### config.mk
export PLATFORM = sky130hd
export DESIGN_NAME = lpif_link_top
export DESIGN_NICKNAME = d
export VERILOG_FILES = /design/src/lpif_link_pkg.sv /design/src/lpif_sync_if.sv /design/src/lpif_auto_sync.sv /design/src/lpif_flit_codec.sv /design/src/lpif_link_top.sv /design/src/lpif_phy_mapper.sv
export VERILOG_INCLUDE_DIRS = /design/src
export SDC_FILE = /design/constraint.sdc
export NUM_CORES = 1
export LEC_CHECK = 0
export BUFFER_PORTS_ARGS = -buffer_cell sky130_fd_sc_hd__buf_2
export CORE_AREA = 2 2 192 194
export CTS_BUF_LIST = sky130_fd_sc_hd__clkbuf_16
export CTS_CLUSTER_DIAMETER = 30
export DETAILED_ROUTE_END_ITERATION = 6
export DIE_AREA = 0 0 194 196
export MAX_ROUTING_LAYER = met4
export PLACE_DENSITY = 0.84
export RECOVER_POWER = 25
export SYNTH_ARGS = -nofsm -noshare
export SYNTH_HDL_FRONTEND = slang
export SYNTH_SLANG_ARGS = --single-unit
### constraint.sdc
create_clock -name clk_wr -period 5.25 [get_ports clk_wr]
set_input_delay 0.2625 -clock clk_wr [delete_from_list [all_inputs] [get_ports clk_wr]]
set_output_delay 0.2625 -clock clk_wr [all_outputs]
set_load 0.02 [all_outputs]
### src/lpif_link_params.svh
//////////////////////////////////////////////////////////////////////
// Width macros for the die-to-die link-layer slave
// Include wherever a flit field, PHY word or delay width is needed
//////////////////////////////////////////////////////////////////////

`ifndef LPIF_LINK_PARAMS_SVH
`define LPIF_LINK_PARAMS_SVH

// User data bus
`define LPIF_DATA_W    64

// Flit header fields
`define LPIF_STATE_W   4
`define LPIF_PROTID_W  4

// CRC field, carried but not generated here
`define LPIF_CRC_W     16

// Marker bits per PHY word
`define LPIF_MRK_W     4

// 91-bit flit + 1 strobe + 4 markers
`define LPIF_PHY_W     96

// Delay and strobe period values
`define LPIF_DLY_W     16

`endif

### src/lpif_link_pkg.sv
//////////////////////////////////////////////////////////////////////
// Shared types for the link-layer slave
// Flit layout and the PHY word bit positions
//////////////////////////////////////////////////////////////////////

`default_nettype none

`include "lpif_link_params.svh"

package lpif_link_pkg;

  //////////////////////////////////////////////////////////////////////
  // Flit

  // Valid sits in the top bit, state in the bottom nibble
  typedef struct packed {
    logic                       valid;
    logic                       crc_valid;
    logic [`LPIF_CRC_W-1:0]     crc;
    logic                       dvalid;
    logic [`LPIF_DATA_W-1:0]    data;
    logic [`LPIF_PROTID_W-1:0]  protid;
    logic [`LPIF_STATE_W-1:0]   state;
  } lpif_flit_t;

  // Marker vector, one bit per marker lane
  typedef logic [`LPIF_MRK_W-1:0] lpif_mrk_t;

  //////////////////////////////////////////////////////////////////////
  // PHY word layout

  // Flit occupies bits 0 to 90
  localparam int LPIF_FLIT_W  = $bits(lpif_flit_t);
  // Strobe right above the flit, bit 91
  localparam int LPIF_STB_POS = LPIF_FLIT_W;
  // Markers in bits 92 to 95
  localparam int LPIF_MRK_POS = LPIF_STB_POS + 1;

endpackage

`default_nettype wire

### src/lpif_sync_if.sv
//////////////////////////////////////////////////////////////////////
// Auto-sync outputs shared by the codec and the PHY mapper
//////////////////////////////////////////////////////////////////////

`timescale 1ns/1ns
`default_nettype none

interface lpif_sync_if;
  import lpif_link_pkg::*;

  // Online flags, released after the programmed delays
  logic       tx_online_dly;
  logic       rx_online_dly;

  // Persistent marker for the PHY word
  lpif_mrk_t  mrk_userbit;

  // Periodic strobe for the PHY word
  logic       stb_userbit;

  // Auto-sync side
  modport src (
    output tx_online_dly,
    output rx_online_dly,
    output mrk_userbit,
    output stb_userbit
  );

  // PHY mapper side, needs the user bits too
  modport map (
    input  tx_online_dly,
    input  rx_online_dly,
    input  mrk_userbit,
    input  stb_userbit
  );

  // Codec side, flags only
  modport codec (
    input  tx_online_dly,
    input  rx_online_dly
  );

endinterface

`default_nettype wire
### src/lpif_auto_sync.sv
//////////////////////////////////////////////////////////////////////
// Online release delays, marker hold and strobe generation
// Feeds the codec and PHY mapper through lpif_sync_if
//////////////////////////////////////////////////////////////////////

`timescale 1ns/1ns
`default_nettype none

`include "lpif_link_params.svh"

module lpif_auto_sync (
  input  logic                      clk_wr,
  input  logic                      rst_wr_n,

  // Raw online requests
  input  logic                      tx_online,
  input  logic                      rx_online,

  // Release delays and strobe period
  input  logic [`LPIF_DLY_W-1:0]    delay_x_value,
  input  logic [`LPIF_DLY_W-1:0]    delay_y_value,
  input  logic [`LPIF_DLY_W-1:0]    delay_z_value,

  // User bits
  input  lpif_link_pkg::lpif_mrk_t  tx_mrk_userbit,
  input  logic                      tx_stb_userbit,

  lpif_sync_if.src                  sync
);
  import lpif_link_pkg::*;

  // Saturating delay counters
  logic [`LPIF_DLY_W-1:0] tx_cnt;
  logic [`LPIF_DLY_W-1:0] rx_cnt;
  // Words since the last strobe slot
  logic [`LPIF_DLY_W-1:0] stb_cnt;

  logic                   tx_dly_nxt;
  logic                   rx_dly_nxt;
  logic                   tx_dly_q;
  logic                   rx_dly_q;
  lpif_mrk_t              mrk_q;
  logic                   stb_q;
  logic                   stb_wrap;

  // Hold at all ones rather than wrap
  function automatic logic [`LPIF_DLY_W-1:0] sat_inc(input logic [`LPIF_DLY_W-1:0] v);
    sat_inc = (v == '1) ? v : v + 1'b1;
  endfunction

  //////////////////////////////////////////////////////////////////////
  // Online delays

  // Counter equals cycles since online was first sampled high
  assign tx_dly_nxt = tx_online && (tx_cnt >= delay_x_value);
  assign rx_dly_nxt = rx_online && (rx_cnt >= delay_y_value);

  always_ff @(posedge clk_wr or negedge rst_wr_n) begin
    if (!rst_wr_n) begin
      tx_cnt   <= '0;
      rx_cnt   <= '0;
      tx_dly_q <= 1'b0;
      rx_dly_q <= 1'b0;
    end else begin
      // Dropping online restarts the count
      tx_cnt   <= tx_online ? sat_inc(tx_cnt) : '0;
      rx_cnt   <= rx_online ? sat_inc(rx_cnt) : '0;
      tx_dly_q <= tx_dly_nxt;
      rx_dly_q <= rx_dly_nxt;
    end
  end

  //////////////////////////////////////////////////////////////////////
  // Marker and strobe

  // Period of 0 or 1 puts a strobe on every word
  assign stb_wrap = (delay_z_value <= 1) || (stb_cnt >= delay_z_value - 1'b1);

  // Both track the next flag value so they line up with the first online word
  always_ff @(posedge clk_wr or negedge rst_wr_n) begin
    if (!rst_wr_n) begin
      mrk_q   <= '0;
      stb_q   <= 1'b0;
      stb_cnt <= '0;
    end else if (!tx_dly_nxt) begin
      mrk_q   <= '0;
      stb_q   <= 1'b0;
      stb_cnt <= '0;
    end else begin
      mrk_q   <= tx_mrk_userbit;
      // Slot 0 of each period, gated by the user enable
      stb_q   <= tx_stb_userbit && (stb_cnt == '0);
      stb_cnt <= stb_wrap ? '0 : stb_cnt + 1'b1;
    end
  end

  assign sync.tx_online_dly = tx_dly_q;
  assign sync.rx_online_dly = rx_dly_q;
  assign sync.mrk_userbit   = mrk_q;
  assign sync.stb_userbit   = stb_q;

endmodule

`default_nettype wire

### src/lpif_flit_codec.sv
//////////////////////////////////////////////////////////////////////
// User-side flit codec with sent and received flit counters
// Packs ustrm fields into tx_flit, unpacks rx_flit onto dstrm
//////////////////////////////////////////////////////////////////////

`timescale 1ns/1ns
`default_nettype none

`include "lpif_link_params.svh"

module lpif_flit_codec (
  input  logic                       clk_wr,
  input  logic                       rst_wr_n,

  // Upstream user fields
  input  logic [`LPIF_STATE_W-1:0]   ustrm_state,
  input  logic [`LPIF_PROTID_W-1:0]  ustrm_protid,
  input  logic [`LPIF_DATA_W-1:0]    ustrm_data,
  input  logic                       ustrm_dvalid,
  input  logic [`LPIF_CRC_W-1:0]     ustrm_crc,
  input  logic                       ustrm_crc_valid,
  input  logic                       ustrm_valid,

  // Downstream user fields
  output logic [`LPIF_STATE_W-1:0]   dstrm_state,
  output logic [`LPIF_PROTID_W-1:0]  dstrm_protid,
  output logic [`LPIF_DATA_W-1:0]    dstrm_data,
  output logic                       dstrm_dvalid,
  output logic [`LPIF_CRC_W-1:0]     dstrm_crc,
  output logic                       dstrm_crc_valid,
  output logic                       dstrm_valid,

  // Flits to and from the PHY mapper
  output lpif_link_pkg::lpif_flit_t  tx_flit,
  input  lpif_link_pkg::lpif_flit_t  rx_flit,

  // Flit counters for the debug words
  output logic [15:0]                tx_count,
  output logic [15:0]                rx_count,

  lpif_sync_if.codec                 sync
);
  import lpif_link_pkg::*;

  lpif_flit_t ustrm_flit;
  lpif_flit_t dstrm_q;

  //////////////////////////////////////////////////////////////////////
  // Transmit

  always_comb begin
    ustrm_flit.valid     = ustrm_valid;
    ustrm_flit.crc_valid = ustrm_crc_valid;
    ustrm_flit.crc       = ustrm_crc;
    ustrm_flit.dvalid    = ustrm_dvalid;
    ustrm_flit.data      = ustrm_data;
    ustrm_flit.protid    = ustrm_protid;
    ustrm_flit.state     = ustrm_state;
  end

  // No back-pressure, a flit every clock
  always_ff @(posedge clk_wr or negedge rst_wr_n) begin
    if (!rst_wr_n) begin
      tx_flit  <= '0;
      tx_count <= '0;
    end else begin
      tx_flit <= ustrm_flit;
      // Mapper loads this flit into tx_phy on the same edge
      if (sync.tx_online_dly && tx_flit.valid) begin
        tx_count <= tx_count + 1'b1;
      end
    end
  end

  //////////////////////////////////////////////////////////////////////
  // Receive

  always_ff @(posedge clk_wr or negedge rst_wr_n) begin
    if (!rst_wr_n) begin
      dstrm_q  <= '0;
      rx_count <= '0;
    end else if (!sync.rx_online_dly) begin
      // Offline, keep dstrm quiet
      dstrm_q  <= '0;
    end else begin
      dstrm_q <= rx_flit;
      if (rx_flit.valid) begin
        rx_count <= rx_count + 1'b1;
      end
    end
  end

  assign dstrm_state     = dstrm_q.state;
  assign dstrm_protid    = dstrm_q.protid;
  assign dstrm_data      = dstrm_q.data;
  assign dstrm_dvalid    = dstrm_q.dvalid;
  assign dstrm_crc       = dstrm_q.crc;
  assign dstrm_crc_valid = dstrm_q.crc_valid;
  assign dstrm_valid     = dstrm_q.valid;

endmodule

`default_nettype wire

### src/lpif_link_top.sv
//////////////////////////////////////////////////////////////////////
// Link-layer slave top level, plain ports toward user and PHY
// Wires auto-sync, flit codec and PHY mapper, builds the debug words
//////////////////////////////////////////////////////////////////////

`timescale 1ns/1ns
`default_nettype none

`include "lpif_link_params.svh"

module lpif_link_top (
  input  logic                       clk_wr,
  input  logic                       rst_n,

  // Link control
  input  logic                       tx_online,
  input  logic                       rx_online,

  // PHY interconnect
  output logic [`LPIF_PHY_W-1:0]     tx_phy,
  input  logic [`LPIF_PHY_W-1:0]     rx_phy,

  // Upstream channel
  input  logic [`LPIF_STATE_W-1:0]   ustrm_state,
  input  logic [`LPIF_PROTID_W-1:0]  ustrm_protid,
  input  logic [`LPIF_DATA_W-1:0]    ustrm_data,
  input  logic                       ustrm_dvalid,
  input  logic [`LPIF_CRC_W-1:0]     ustrm_crc,
  input  logic                       ustrm_crc_valid,
  input  logic                       ustrm_valid,

  // Downstream channel
  output logic [`LPIF_STATE_W-1:0]   dstrm_state,
  output logic [`LPIF_PROTID_W-1:0]  dstrm_protid,
  output logic [`LPIF_DATA_W-1:0]    dstrm_data,
  output logic                       dstrm_dvalid,
  output logic [`LPIF_CRC_W-1:0]     dstrm_crc,
  output logic                       dstrm_crc_valid,
  output logic                       dstrm_valid,

  // Debug status
  output logic [31:0]                rx_debug_status,
  output logic [31:0]                tx_debug_status,

  // User bits and sync configuration
  input  logic [`LPIF_MRK_W-1:0]     tx_mrk_userbit,
  input  logic                       tx_stb_userbit,
  input  logic [`LPIF_DLY_W-1:0]     delay_x_value,
  input  logic [`LPIF_DLY_W-1:0]     delay_y_value,
  input  logic [`LPIF_DLY_W-1:0]     delay_z_value
);
  import lpif_link_pkg::*;

  lpif_flit_t  tx_flit;
  lpif_flit_t  rx_flit;
  logic [15:0] tx_count;
  logic [15:0] rx_count;

  lpif_sync_if sync_if ();

  //////////////////////////////////////////////////////////////////////
  // Auto sync

  lpif_auto_sync lpif_auto_sync_inst (
    .clk_wr         (clk_wr),
    .rst_wr_n       (rst_n),
    .tx_online      (tx_online),
    .rx_online      (rx_online),
    .delay_x_value  (delay_x_value),
    .delay_y_value  (delay_y_value),
    .delay_z_value  (delay_z_value),
    .tx_mrk_userbit (tx_mrk_userbit),
    .tx_stb_userbit (tx_stb_userbit),
    .sync           (sync_if.src)
  );

  //////////////////////////////////////////////////////////////////////
  // User side

  lpif_flit_codec lpif_flit_codec_inst (
    .clk_wr          (clk_wr),
    .rst_wr_n        (rst_n),
    .ustrm_state     (ustrm_state),
    .ustrm_protid    (ustrm_protid),
    .ustrm_data      (ustrm_data),
    .ustrm_dvalid    (ustrm_dvalid),
    .ustrm_crc       (ustrm_crc),
    .ustrm_crc_valid (ustrm_crc_valid),
    .ustrm_valid     (ustrm_valid),
    .dstrm_state     (dstrm_state),
    .dstrm_protid    (dstrm_protid),
    .dstrm_data      (dstrm_data),
    .dstrm_dvalid    (dstrm_dvalid),
    .dstrm_crc       (dstrm_crc),
    .dstrm_crc_valid (dstrm_crc_valid),
    .dstrm_valid     (dstrm_valid),
    .tx_flit         (tx_flit),
    .rx_flit         (rx_flit),
    .tx_count        (tx_count),
    .rx_count        (rx_count),
    .sync            (sync_if.codec)
  );

  //////////////////////////////////////////////////////////////////////
  // PHY side

  lpif_phy_mapper lpif_phy_mapper_inst (
    .clk_wr   (clk_wr),
    .rst_wr_n (rst_n),
    .tx_flit  (tx_flit),
    .rx_flit  (rx_flit),
    .tx_phy   (tx_phy),
    .rx_phy   (rx_phy),
    .sync     (sync_if.map)
  );

  //////////////////////////////////////////////////////////////////////
  // Debug status

  // Bit 19 tx flag, bit 18 rx flag, low half the flit count
  assign tx_debug_status = {12'h0, sync_if.tx_online_dly, sync_if.rx_online_dly,
                            2'b00, tx_count};
  assign rx_debug_status = {12'h0, sync_if.tx_online_dly, sync_if.rx_online_dly,
                            2'b00, rx_count};

endmodule

`default_nettype wire

### src/lpif_phy_mapper.sv
//////////////////////////////////////////////////////////////////////
// PHY word mapper between flits and the 96-bit PHY interface
// Adds strobe and markers on transmit, strips them on receive
//////////////////////////////////////////////////////////////////////

`timescale 1ns/1ns
`default_nettype none

`include "lpif_link_params.svh"

module lpif_phy_mapper (
  input  logic                       clk_wr,
  input  logic                       rst_wr_n,

  // Flit side
  input  lpif_link_pkg::lpif_flit_t  tx_flit,
  output lpif_link_pkg::lpif_flit_t  rx_flit,

  // PHY side
  output logic [`LPIF_PHY_W-1:0]     tx_phy,
  input  logic [`LPIF_PHY_W-1:0]     rx_phy,

  lpif_sync_if.map                   sync
);
  import lpif_link_pkg::*;

  // Assembled transmit word before the output register
  logic [`LPIF_PHY_W-1:0] tx_word;
  // Flit part of the received word
  lpif_flit_t             rx_word_flit;

  //////////////////////////////////////////////////////////////////////
  // Transmit

  // Layout
  //   [90:0]   flit
  //   [91]     strobe
  //   [95:92]  markers
  always_comb begin
    tx_word                                = '0;
    tx_word[LPIF_STB_POS-1:0]              = tx_flit;
    tx_word[LPIF_STB_POS]                  = sync.stb_userbit;
    tx_word[LPIF_MRK_POS +: `LPIF_MRK_W]   = sync.mrk_userbit;
  end

  // Idle PHY lanes carry zeros until transmit is released
  always_ff @(posedge clk_wr or negedge rst_wr_n) begin
    if (!rst_wr_n) begin
      tx_phy <= '0;
    end else if (sync.tx_online_dly) begin
      tx_phy <= tx_word;
    end else begin
      tx_phy <= '0;
    end
  end

  //////////////////////////////////////////////////////////////////////
  // Receive

  // Strobe and marker bits are alignment aids only
  // Nothing downstream needs them, so only the flit bits are kept
  assign rx_word_flit = rx_phy[LPIF_STB_POS-1:0];

  always_ff @(posedge clk_wr or negedge rst_wr_n) begin
    if (!rst_wr_n) begin
      rx_flit <= '0;
    end else if (sync.rx_online_dly) begin
      rx_flit <= rx_word_flit;
    end else begin
      // Drop whatever the PHY shows before receive is released
      rx_flit <= '0;
    end
  end

endmodule

`default_nettype wire

* Word level (Yosys, flattened, before mapping)
Cells that the tools add are included.
Widths: inputs -> output; s select.
** Word-level totals
- Output and inout port bits :: 251
- Word-level logic and storage cells :: 63
- Input bits :: 244
- Register bits after elaboration :: 456
** Operators by class
- Reduce and logical (&&, ||, !) cells :: 7
- Multiplexer cells :: 11
- Equal/unequal tests :: 4
- Add/sub/neg operators :: 6
- Magnitude comparators :: 4
** Operators by type and width (count)
- $mux 91 :: 2
- $mux 16 :: 6
- $mux 96 :: 1
- $add 16x1->16 const B :: 5
- $ge 16x16->1 :: 3
- $eq 16x16->1 const B :: 2
- $le 16x1->1 const B :: 1
- $logic_not 16->1 :: 1
- $sub 16x1->16 const B :: 1
- $logic_and 1x1->1 :: 4
- $mux 4 :: 1
- $ne 2x2->1 const B :: 2
- $reduce_and 2->1 :: 1
- $logic_or 1x1->1 :: 1
- $mux 1 :: 1

* Depth between registers and ports, before layout
Gate-level depths: netlist of the first run.
- Depth after elaboration :: 5
- Mapped depth :: 16
- Depth with buffers taken out :: 14

* By module
A second synthesis of the first run with hierarchy kept.
** Second synthesis, totals
- Cell total of the unflattened synthesis :: 1306
- Area, all modules :: 17060.1 um^2
** By module, submodules not included
- lpif_flit_codec :: instances 1, area each 6573.8 um^2, cells an instance 401, seq. area each 5355.1 um^2
- lpif_phy_mapper :: instances 1, area each 6085.8 um^2, cells an instance 393, seq. area each 4679.5 um^2
- lpif_auto_sync :: instances 1, area each 4156.5 um^2, cells an instance 479, seq. area each 1376.3 um^2
- lpif_link_top :: instances 1, area each 244.0 um^2, cells an instance 33, seq. area each 0.0 um^2

* Worst setup path after synthesis of the first run
No wires, ideal clock.
- Path type :: input-to-reg
- Start :: input port delay_z_value[3]
- End :: register lpif_auto_sync_inst.stb_cnt[7]
- Data required time :: 5.169 ns
- Slack :: 2.144 ns
- Buffers on the path :: 2
- Data arrival time :: 3.025 ns
- Setup time :: 0.081 ns
- Stages on the path :: 14
- Cells stage by stage :: nor4_2 -> nand2_1 -> nor4_1 -> nand2_1 -> xor2_1 -> ha_1 -> a21oi_2 -> o21ai_2 -> a2111oi_4 -> a211oi_1 -> or3_1 -> buf_6 -> buf_12 -> nor3_2
** On the way
- Word-level cells in the longest chain between the ends :: 5
- Elaborated cells on any way between the ends :: 6
- Those cells by class :: add/sub (1); order compare (2); mux (2); reduce/logical (1)
** Ends and longest elaborated chain
- start: declaration :: line lpif_link_top.sv:50 : input logic [`LPIF_DLY_W-1:0] delay_z_value
- $sub 16x1->16 :: line lpif_auto_sync.sv:77 : assign stb_wrap = (delay_z_value <= 1) || (stb_cnt >= delay_z_value - 1'b1);
- $ge 16x16->1 :: line lpif_auto_sync.sv:77
- $logic_or 1x1->1 (*) :: line lpif_auto_sync.sv:77
- $mux 16 (*) :: line lpif_auto_sync.sv:93 : stb_cnt <= stb_wrap ? '0 : stb_cnt + 1'b1;
- $mux 16 (*) :: line lpif_auto_sync.sv:85 : end else if (!tx_dly_nxt) begin
- end signal: assignment :: line lpif_auto_sync.sv:93
- end: declaration :: line lpif_auto_sync.sv:36 : logic [`LPIF_DLY_W-1:0] stb_cnt;
Every way passes the cells marked *; elsewhere a longest branch is shown, timed or not.
A chain may end at the register's enable or synchronous reset.

* Final worst setup path of the first run
- Start :: register lpif_auto_sync_inst.rx_dly_q, in the netlist lpif_auto_sync_inst.sync.rx_online_dly
- End :: register lpif_flit_codec_inst.rx_count[13]
** On the way
- Word-level cells in the longest chain between the ends :: 1
** Ends and longest elaborated chain
- start: declaration :: line lpif_auto_sync.sv:41 : logic rx_dly_q;
- start signal: assignment :: line lpif_auto_sync.sv:69 : rx_dly_q <= rx_dly_nxt;
- $reduce_and 2->1 (no source line)
- end signal: assignment :: line lpif_flit_codec.sv:88 : rx_count <= rx_count + 1'b1;
- end: declaration :: line lpif_flit_codec.sv:39 : output logic [15:0] rx_count,
No other way between the ends.

==> results of run 1 <==
==> metal layers <==
layer / track usage [%] / part of all wire (%) / routed length, microns / vias up
met5: - / 0 / 0 / -
met4: 15.2 / 5.6 / 2900 / 0
met3: 7.77 / 6.6 / 3430 / 204
met2: 46.6 / 52 / 26900 / 608
met1: 30.1 / 36 / 18400 / 6203
li1: - / - / - / 5526
==> cell usage in the layout, fill, tap and decap left out, drive strengths merged, types with 2 or more instances in the layout <==
cell type	Yosys	routed
or2	2	2
inv	43	63
a31oi	6	6
and4	4	4
and3	17	17
a2111oi	4	4
clkinvlp	0	12
conb	1	28
nand3	37	37
nor2	46	46
nand2	50	50
dfrtp	456	456
o21bai	2	2
bufinv	0	10
buf	37	427
a21oi	16	16
ha	56	56
and2	287	287
nor3	31	31
mux2i	4	4
diode	0	19
clkbuf	30	128
nor4	9	9
a211oi	3	3
nand4	15	15
xor2	26	26
o21ai	20	20
a21o	2	2
dlygate4sd3	0	189
xnor2	51	51
mux2	2	2
clkinv	2	33
nand2b	4	4
==> registers in the layout (all words and copies together), names as in the netlist, 16 cells and up <==
| register | cells |
|---|---|
| lpif_flit_codec_inst.dstrm_crc | 16 |
| lpif_phy_mapper_inst.tx_phy | 96 |
| lpif_phy_mapper_inst.rx_flit | 91 |
| lpif_flit_codec_inst.tx_flit | 91 |
| lpif_flit_codec_inst.rx_count | 16 |
| lpif_auto_sync_inst.rx_cnt | 16 |
| lpif_auto_sync_inst.tx_cnt | 16 |
| lpif_auto_sync_inst.stb_cnt | 16 |
| lpif_flit_codec_inst.dstrm_data | 64 |
| lpif_flit_codec_inst.tx_count | 16 |
==> how the worst min path moves through the flow <==
stage	from	endpoint	slack, ps	cells after the start
2_1_floorplan	rst_n	lpif_auto_sync_inst.rx_cnt[0]$_DFFE_PN0P_	-30	0
3_3_place_gp	rst_n	lpif_flit_codec_inst.tx_count[8]$_DFFE_PN0P_	280	1
3_5_place_dp	rst_n	lpif_flit_codec_inst.dstrm_state[0]$_DFF_PN0_	280	1
4_1_cts	tx_stb_userbit	lpif_auto_sync_inst.sync.stb_userbit$_DFF_PN0_	110	5
5_1_grt	tx_stb_userbit	lpif_auto_sync_inst.sync.stb_userbit$_DFF_PN0_	140	5
6_report	tx_stb_userbit	lpif_auto_sync_inst.sync.stb_userbit$_DFF_PN0_	130	5
==> what timing repair did <==
item                                   CTS  global route
endpoints found under the hold margin  280             0
setup buffers                            0             0
hold buffers                           189             0
resized for setup                        0             0
==> area by class of cell <==
class                           instances  area [sq um]  share of cell area (%)
Multi-Input combinational cell        734          4860                    19.9
Tap cell                              468           586                    2.40
Timing Repair Buffer                  655          4220                    17.3
Inverter                               45           169                   0.693
Clock inverter                         73           863                    3.54
Sequential cell                       456         11400                    46.8
Clock buffer                           89          2230                    9.13
Antenna cell                           19          47.5                   0.195
==> cells by family after synthesis <==
kind of cell / synth area share [%]
AO/OA/AOI/OAI: 2.47
buffers and inverters: 3.39
XOR/XNOR: 4.03
other: 0.0224
flip-flops: 68.2
adder cells (fa/ha/maj): 4.19
multiplexers: 0.374
AND/OR/NAND/NOR: 17.4
==> synth_stat cells (2+ instances only) <==
master / count
a2111oi_0: 3
a211oi_1: 3
a21o_1: 2
a21oi_1: 14
a21oi_2: 2
a31oi_1: 6
and2_1: 287
and3_1: 17
and4_1: 4
buf_2: 3
buf_4: 32
clkbuf_1: 30
clkinv_1: 2
dfrtp_1: 456
ha_1: 56
inv_1: 43
mux2_2: 2
mux2i_1: 4
nand2_1: 50
nand2b_1: 4
nand3_1: 37
nand4_1: 15
nor2_1: 46
nor3_1: 20
nor3_2: 11
nor4_1: 8
o21ai_0: 18
o21bai_1: 2
or2_2: 2
xnor2_1: 51
xor2_1: 26
==> power groups by stage <==
stage	Combinational, mW	Sequential (mW)	Clock [mW]
floorplan	0.0796	3.63	0
global placement	0.234	3.63	0
detailed placement	0.243	3.63	0
CTS	0.366	3.58	5.76
global route	0.406	3.58	6.02
finish	0.369	3.58	5.76
==> metrics by stage <==
step / util [%] / instance area, sq um / instances / total power, mW
finish: 67.6 / 24400 / 2539 / 9.71
CTS: 67.6 / 24400 / 2520 / 9.70
floorplan: - / 16800 / 1302 / 3.71
global placement: 53.8 / 19400 / 2169 / 3.86
detailed placement: 53.8 / 19400 / 2169 / 3.87
global route: 67.6 / 24400 / 2538 / 10.0
==> worst reg2reg max path: cells and delay by family, from the launching register on <==
kind             cells  cell delay, ps
flip-flops           1            1810
AND/OR/NAND/NOR      4            1630
XOR/XNOR             1             250
==> impl_metrics.ini, run 1 <==
[die]
die_x_microns = 194
die_area_sq_um = 38000
coreArea_sq_um = 36100
die-height_microns = 196
start_util_pct = 46.4
core.rowCount = 70
ios = 495

[power]
clock_power_share_pct = 59.3
p_sw_mw = 2.30
power_frac_comb_pct = 3.8
leakage_nw = 12.8
switching_share_pct = 23.7
ir_drop_mv = 0.402
pwr-share-seq_pct = 36.9
power_density_nw_per_um2 = 398
internal-power_mw = 7.41

[timing]
max_freq_mhz = 267
tightest_slew_ps = 2190
slew_headroom_pct = -46.2
hold_violations = 0
hold_ws_ps = 126
period_share_pct = 71.3
period_minus_slack_ps = 3740
tns_ps = 0
finalSetupViolCount = 0
setup_ws_ps = 1510
rsz0062_at_grt = false
final_max_slew_viol_count = 80
finalClockSkew_ps = 60.1

[clock_network]
htree_levels = 3
clockBufferDepth = 3
clock_latency_ps = 620
clockRootBuffer = clkbuf_16
cts.clk_slew.worst_paths_ps = 60
cts_tree = done
cts.sinks = 456
cts_buffers = 88

[worst_setup_path]
path_buf_inv = 0
crit_family = flip-flops
worst-path-stages = 5
critPathCaptureType = flip-flop
path_max_fanout = 79
cp-start-kind = flip-flop
r2r_slack_ps = 1510
critPathRequiredTime_ps = 5770
arrival_ps = 4260
r2r-start = lpif_auto_sync_inst.sync.rx_online_dly$_DFF_PN0_
cpMostUsedCell = nand3_1
cpPeakStageDelay_ps = 1810
r2r-end = lpif_flit_codec_inst.rx_count[13]$_DFFE_PN0P_
crit_chain = and2_1, nand3_1, nor4_1, nand3_1, xnor2_1
slowest_stage = dfrtp_1
worstSetupPathType = flip-flop to flip-flop
critPathLaunch = lpif_auto_sync_inst.sync.rx_online_dly$_DFF_PN0_
critPathCapture = lpif_flit_codec_inst.rx_count[13]$_DFFE_PN0P_
rr_worst_depth = 5

[logic_synthesis]
yosys-top-cells-area = dfrtp_1 (68%), and2_1 (11%), ha_1 (4.2%), xnor2_1 (2.7%), buf_4 (1.4%)
syn_inst = 1275
seq_area_frac_synth_pct = 68.2
ys_types = 50
synth_top_cell_area_share_pct = 68.2
ys_ff_latch = 456
avgSynthCellArea_sq_um = 13.1
ys_warn_count = 0
synth-main-ff-cell = dfrtp_1
synth-edff-count = 0
yosys.area.top_type = dfrtp_1
syn-cell-area_sq_um = 16700
async_flop_share_pct = 100

[run]
max_cap_violations = 1

[final_layout]
areaGrowthSynthToFinish_pct = 45.7
drive_above_1_share_pct = 29.1
finalNetCount = 2280
fill_cells = 2340

[grt]
grt_pass1_wl_microns = 78700
antenna_found_initial = 18
first_global_vias = 13800
grt_max_degree = 175
grt-ovfl-total = 0
grtUsageTotal_pct = 27.8

[placed_design]
dp_slack_ps = 1440
gp_congestion = 0.864
portBuffers = 461
dp.final_hpwl_microns = 28300

[route]
drt_wl_total_microns = 51600
drc = 0
first_pass_iters = 5
ant_nets = 0
wl_per_cell_microns = 20.3
viasPerCell = 4.94
vias = 12500
drtIter0Drc = 647

[hold_path]
hp-class = input pin to flip-flop

[status]
violations = max-capacitance violations, max-slew violations
status = finished, violations left
Power figures use the tool's default switching activity.
==> inputs of run 2 (changes only) <==
==> constraint.sdc (replaced) <==
create_clock -name clk_wr -period 3.85 [get_ports clk_wr]
set_input_delay 0.1925 -clock clk_wr [delete_from_list [all_inputs] [get_ports clk_wr]]
set_output_delay 0.1925 -clock clk_wr [all_outputs]
set_load 0.02 [all_outputs]
==> run 2 against run 1 <==
Against the previous run: the flow still finishes with violations (max-capacitance violations, max-slew violations); register-to-register slack worse by 590 ps; sequential share of layout area is 0.054 points higher; sequential cell count did not move; count of clock-buffer cells in the layout decreased by 1; routed wire length decreased by 0.15%; sequential power up 36%.
==> impl_metrics.ini, run 2 (synthesis results as in run 1) <==
[status]
status = finished, violations left
violations = max-capacitance violations, max-slew violations

[worst_setup_path]
slowest_stage = clkbuf_1
cp-start-kind = flip-flop
cpPeakStageDelay_ps = 850
crit_chain = clkbuf_1, buf_4, buf_2
path_max_fanout = 75
critPathCaptureType = output port
path_buf_inv = 3
crit_family = buffers and inverters
critPathRequiredTime_ps = 3660
worstSetupPathType = flip-flop to output port
arrival_ps = 2920

[clock_network]
clockRootBuffer = clkbuf_16
cts_tree = done
htree_levels = 3
cts.clk_slew.worst_paths_ps = 50
clock_latency_ps = 630
cts_buffers = 88
clockBufferDepth = 3
cts.sinks = 456
ctsResizeCount = 0

[grt]
grt_max_degree = 128
first_global_vias = 14000
antenna_found_initial = 13
grtUsageTotal_pct = 27.9
grt-ovfl-total = 0
grt_pass1_wl_microns = 79100

[timing]
max_freq_mhz = 322
finalClockSkew_ps = 58.9
period_minus_slack_ps = 3110
slew_headroom_pct = -103
finalSetupViolCount = 0
rsz0062_at_grt = false
period_share_pct = 80.7
final_max_slew_viol_count = 125
tightest_slew_ps = 3050
hold_violations = 0
tns_ps = 0

[final_layout]
multi_input_area_sq_um = 4860
drive_above_1_share_pct = 29.3
layout_commonest_cell = dfrtp_1
final_util_pct = 67.5
fill_cells = 2378
register_area_sq_um = 11400
areaGrowthSynthToFinish_pct = 45.6
largest_reg_flops = 96
finalNetCount = 2288
regMostFlops = lpif_phy_mapper_inst.tx_phy
reg_top3 = lpif_phy_mapper_inst.tx_phy (96), lpif_flit_codec_inst.tx_flit (91), lpif_phy_mapper_inst.rx_flit (91)
layout_common_cells = dfrtp_1 (455), buf_2 (416), and2_1 (271)

[route]
wl_per_cell_microns = 20.2
drc = 0
drt_wl_total_microns = 51500
vias = 12600
first_pass_iters = 6
ant_nets = 0
viasPerCell = 4.95
drtIter0Drc = 581

[power]
power_density_nw_per_um2 = 536
leakage_nw = 12.8
ir_drop_mv = 0.530

[die]
core.rowCount = 70
start_util_pct = 46.4
die_x_microns = 194
ios = 495
coreArea_sq_um = 36100
die_area_sq_um = 38000
die-height_microns = 196

[placed_design]
dp.final_hpwl_microns = 28500
gp_congestion = 0.875
portBuffers = 461

[hold_path]
hp-class = input pin to flip-flop

[run]
max_cap_violations = 1
==> run 2: cell types whose count changed in the layout (fill, tap and decap cells not counted), moves of 5 or more <==
cell | before | now
and2_0 | 72 | 16
and2_1 | 215 | 271
clkinvlp_4 | 12 | 19
clkbuf_1 | 38 | 44
clkinv_2 | 6 | 12
buf_2 | 421 | 416
buf_4 | 3 | 8
==> run 2: area by class of cell <==
cell class | instances | share of cell area, %
Sequential cell | 456 | 46.8
Timing Repair Buffer | 663 | 17.5
Multi-Input combinational cell | 734 | 20.0
Clock inverter | 77 | 3.38
Tap cell | 468 | 2.40
Clock buffer | 88 | 9.04
Antenna cell | 16 | 0.164
Inverter | 45 | 0.693
==> run 2: worst min-delay path, cell delays in order <==
cell	delay, ps
buf_2	90
nand2_1	70
nor3_1	50
nand4_1	120
nor3_1	50
==> run 2: repair_timing <==
action | 4_1_cts | 5_1_grt
hold buffers | 189 | 0
buffers inserted | 0 | 0
hold endpoints to repair | 320 | 0
==> run 2: power breakdown <==
part	internal (mW)	switching, mW	leakage, nW
combinational	0.253	0.258	5.19
clock	4.77	2.90	1.43
sequential	4.85	0.0252	6.16
==> run 2: per-layer routing <==
layer	wire (microns)	GRT usage, %	up-vias
li1	-	-	5553
met1	18600	30.3	6296
met2	27300	48.3	583
met3	3250	6.67	172
met4	2450	13.3	0
met5	0	-	-
==> run 2: worst paths after layout <==
| path | startpoint | end | slack [ps] | cells after the start |
|---|---|---|---|---|
| setup reg to reg | lpif_auto_sync_inst.sync.tx_online_dly$_DFF_PN0_ | lpif_flit_codec_inst.tx_count[2]$_DFFE_PN0P_ | 920 | 6 |
| max in group asynchronous | rst_n | lpif_auto_sync_inst.stb_cnt[11]$_DFF_PN0_ | 900 | 2 |
| min in group asynchronous | rst_n | lpif_flit_codec_inst.tx_count[13]$_DFFE_PN0P_ | 1080 | 2 |
| hold reg to reg | lpif_phy_mapper_inst.rx_flit[26]$_DFF_PN0_ | lpif_flit_codec_inst.dstrm_data[18]$_DFF_PN0_ | 410 | 1 |
| setup / recovery | lpif_auto_sync_inst.sync.tx_online_dly$_DFF_PN0_ | rx_debug_status[19] | 740 | 3 |
| hold / removal | tx_stb_userbit | lpif_auto_sync_inst.sync.stb_userbit$_DFF_PN0_ | 30 | 5 |
==> run 2: stage by stage <==
| step | hold WS [ps] | power (mW) | cells | setup slack (ps) | instance area [sq um] |
|---|---|---|---|---|---|
| final | 31.3 | 13.1 | 2547 | 741 | 24400 |
| after floorplan | -103 | 5.05 | 1302 | 814 | 16800 |
| after detailed placement | 302 | 5.29 | 2177 | 345 | 19500 |
| after global placement | 301 | 5.27 | 2177 | 420 | 19500 |
| after global routing | 45.4 | 13.5 | 2547 | 312 | 24400 |
| after CTS | 28.2 | 13.0 | 2531 | 976 | 24400 |
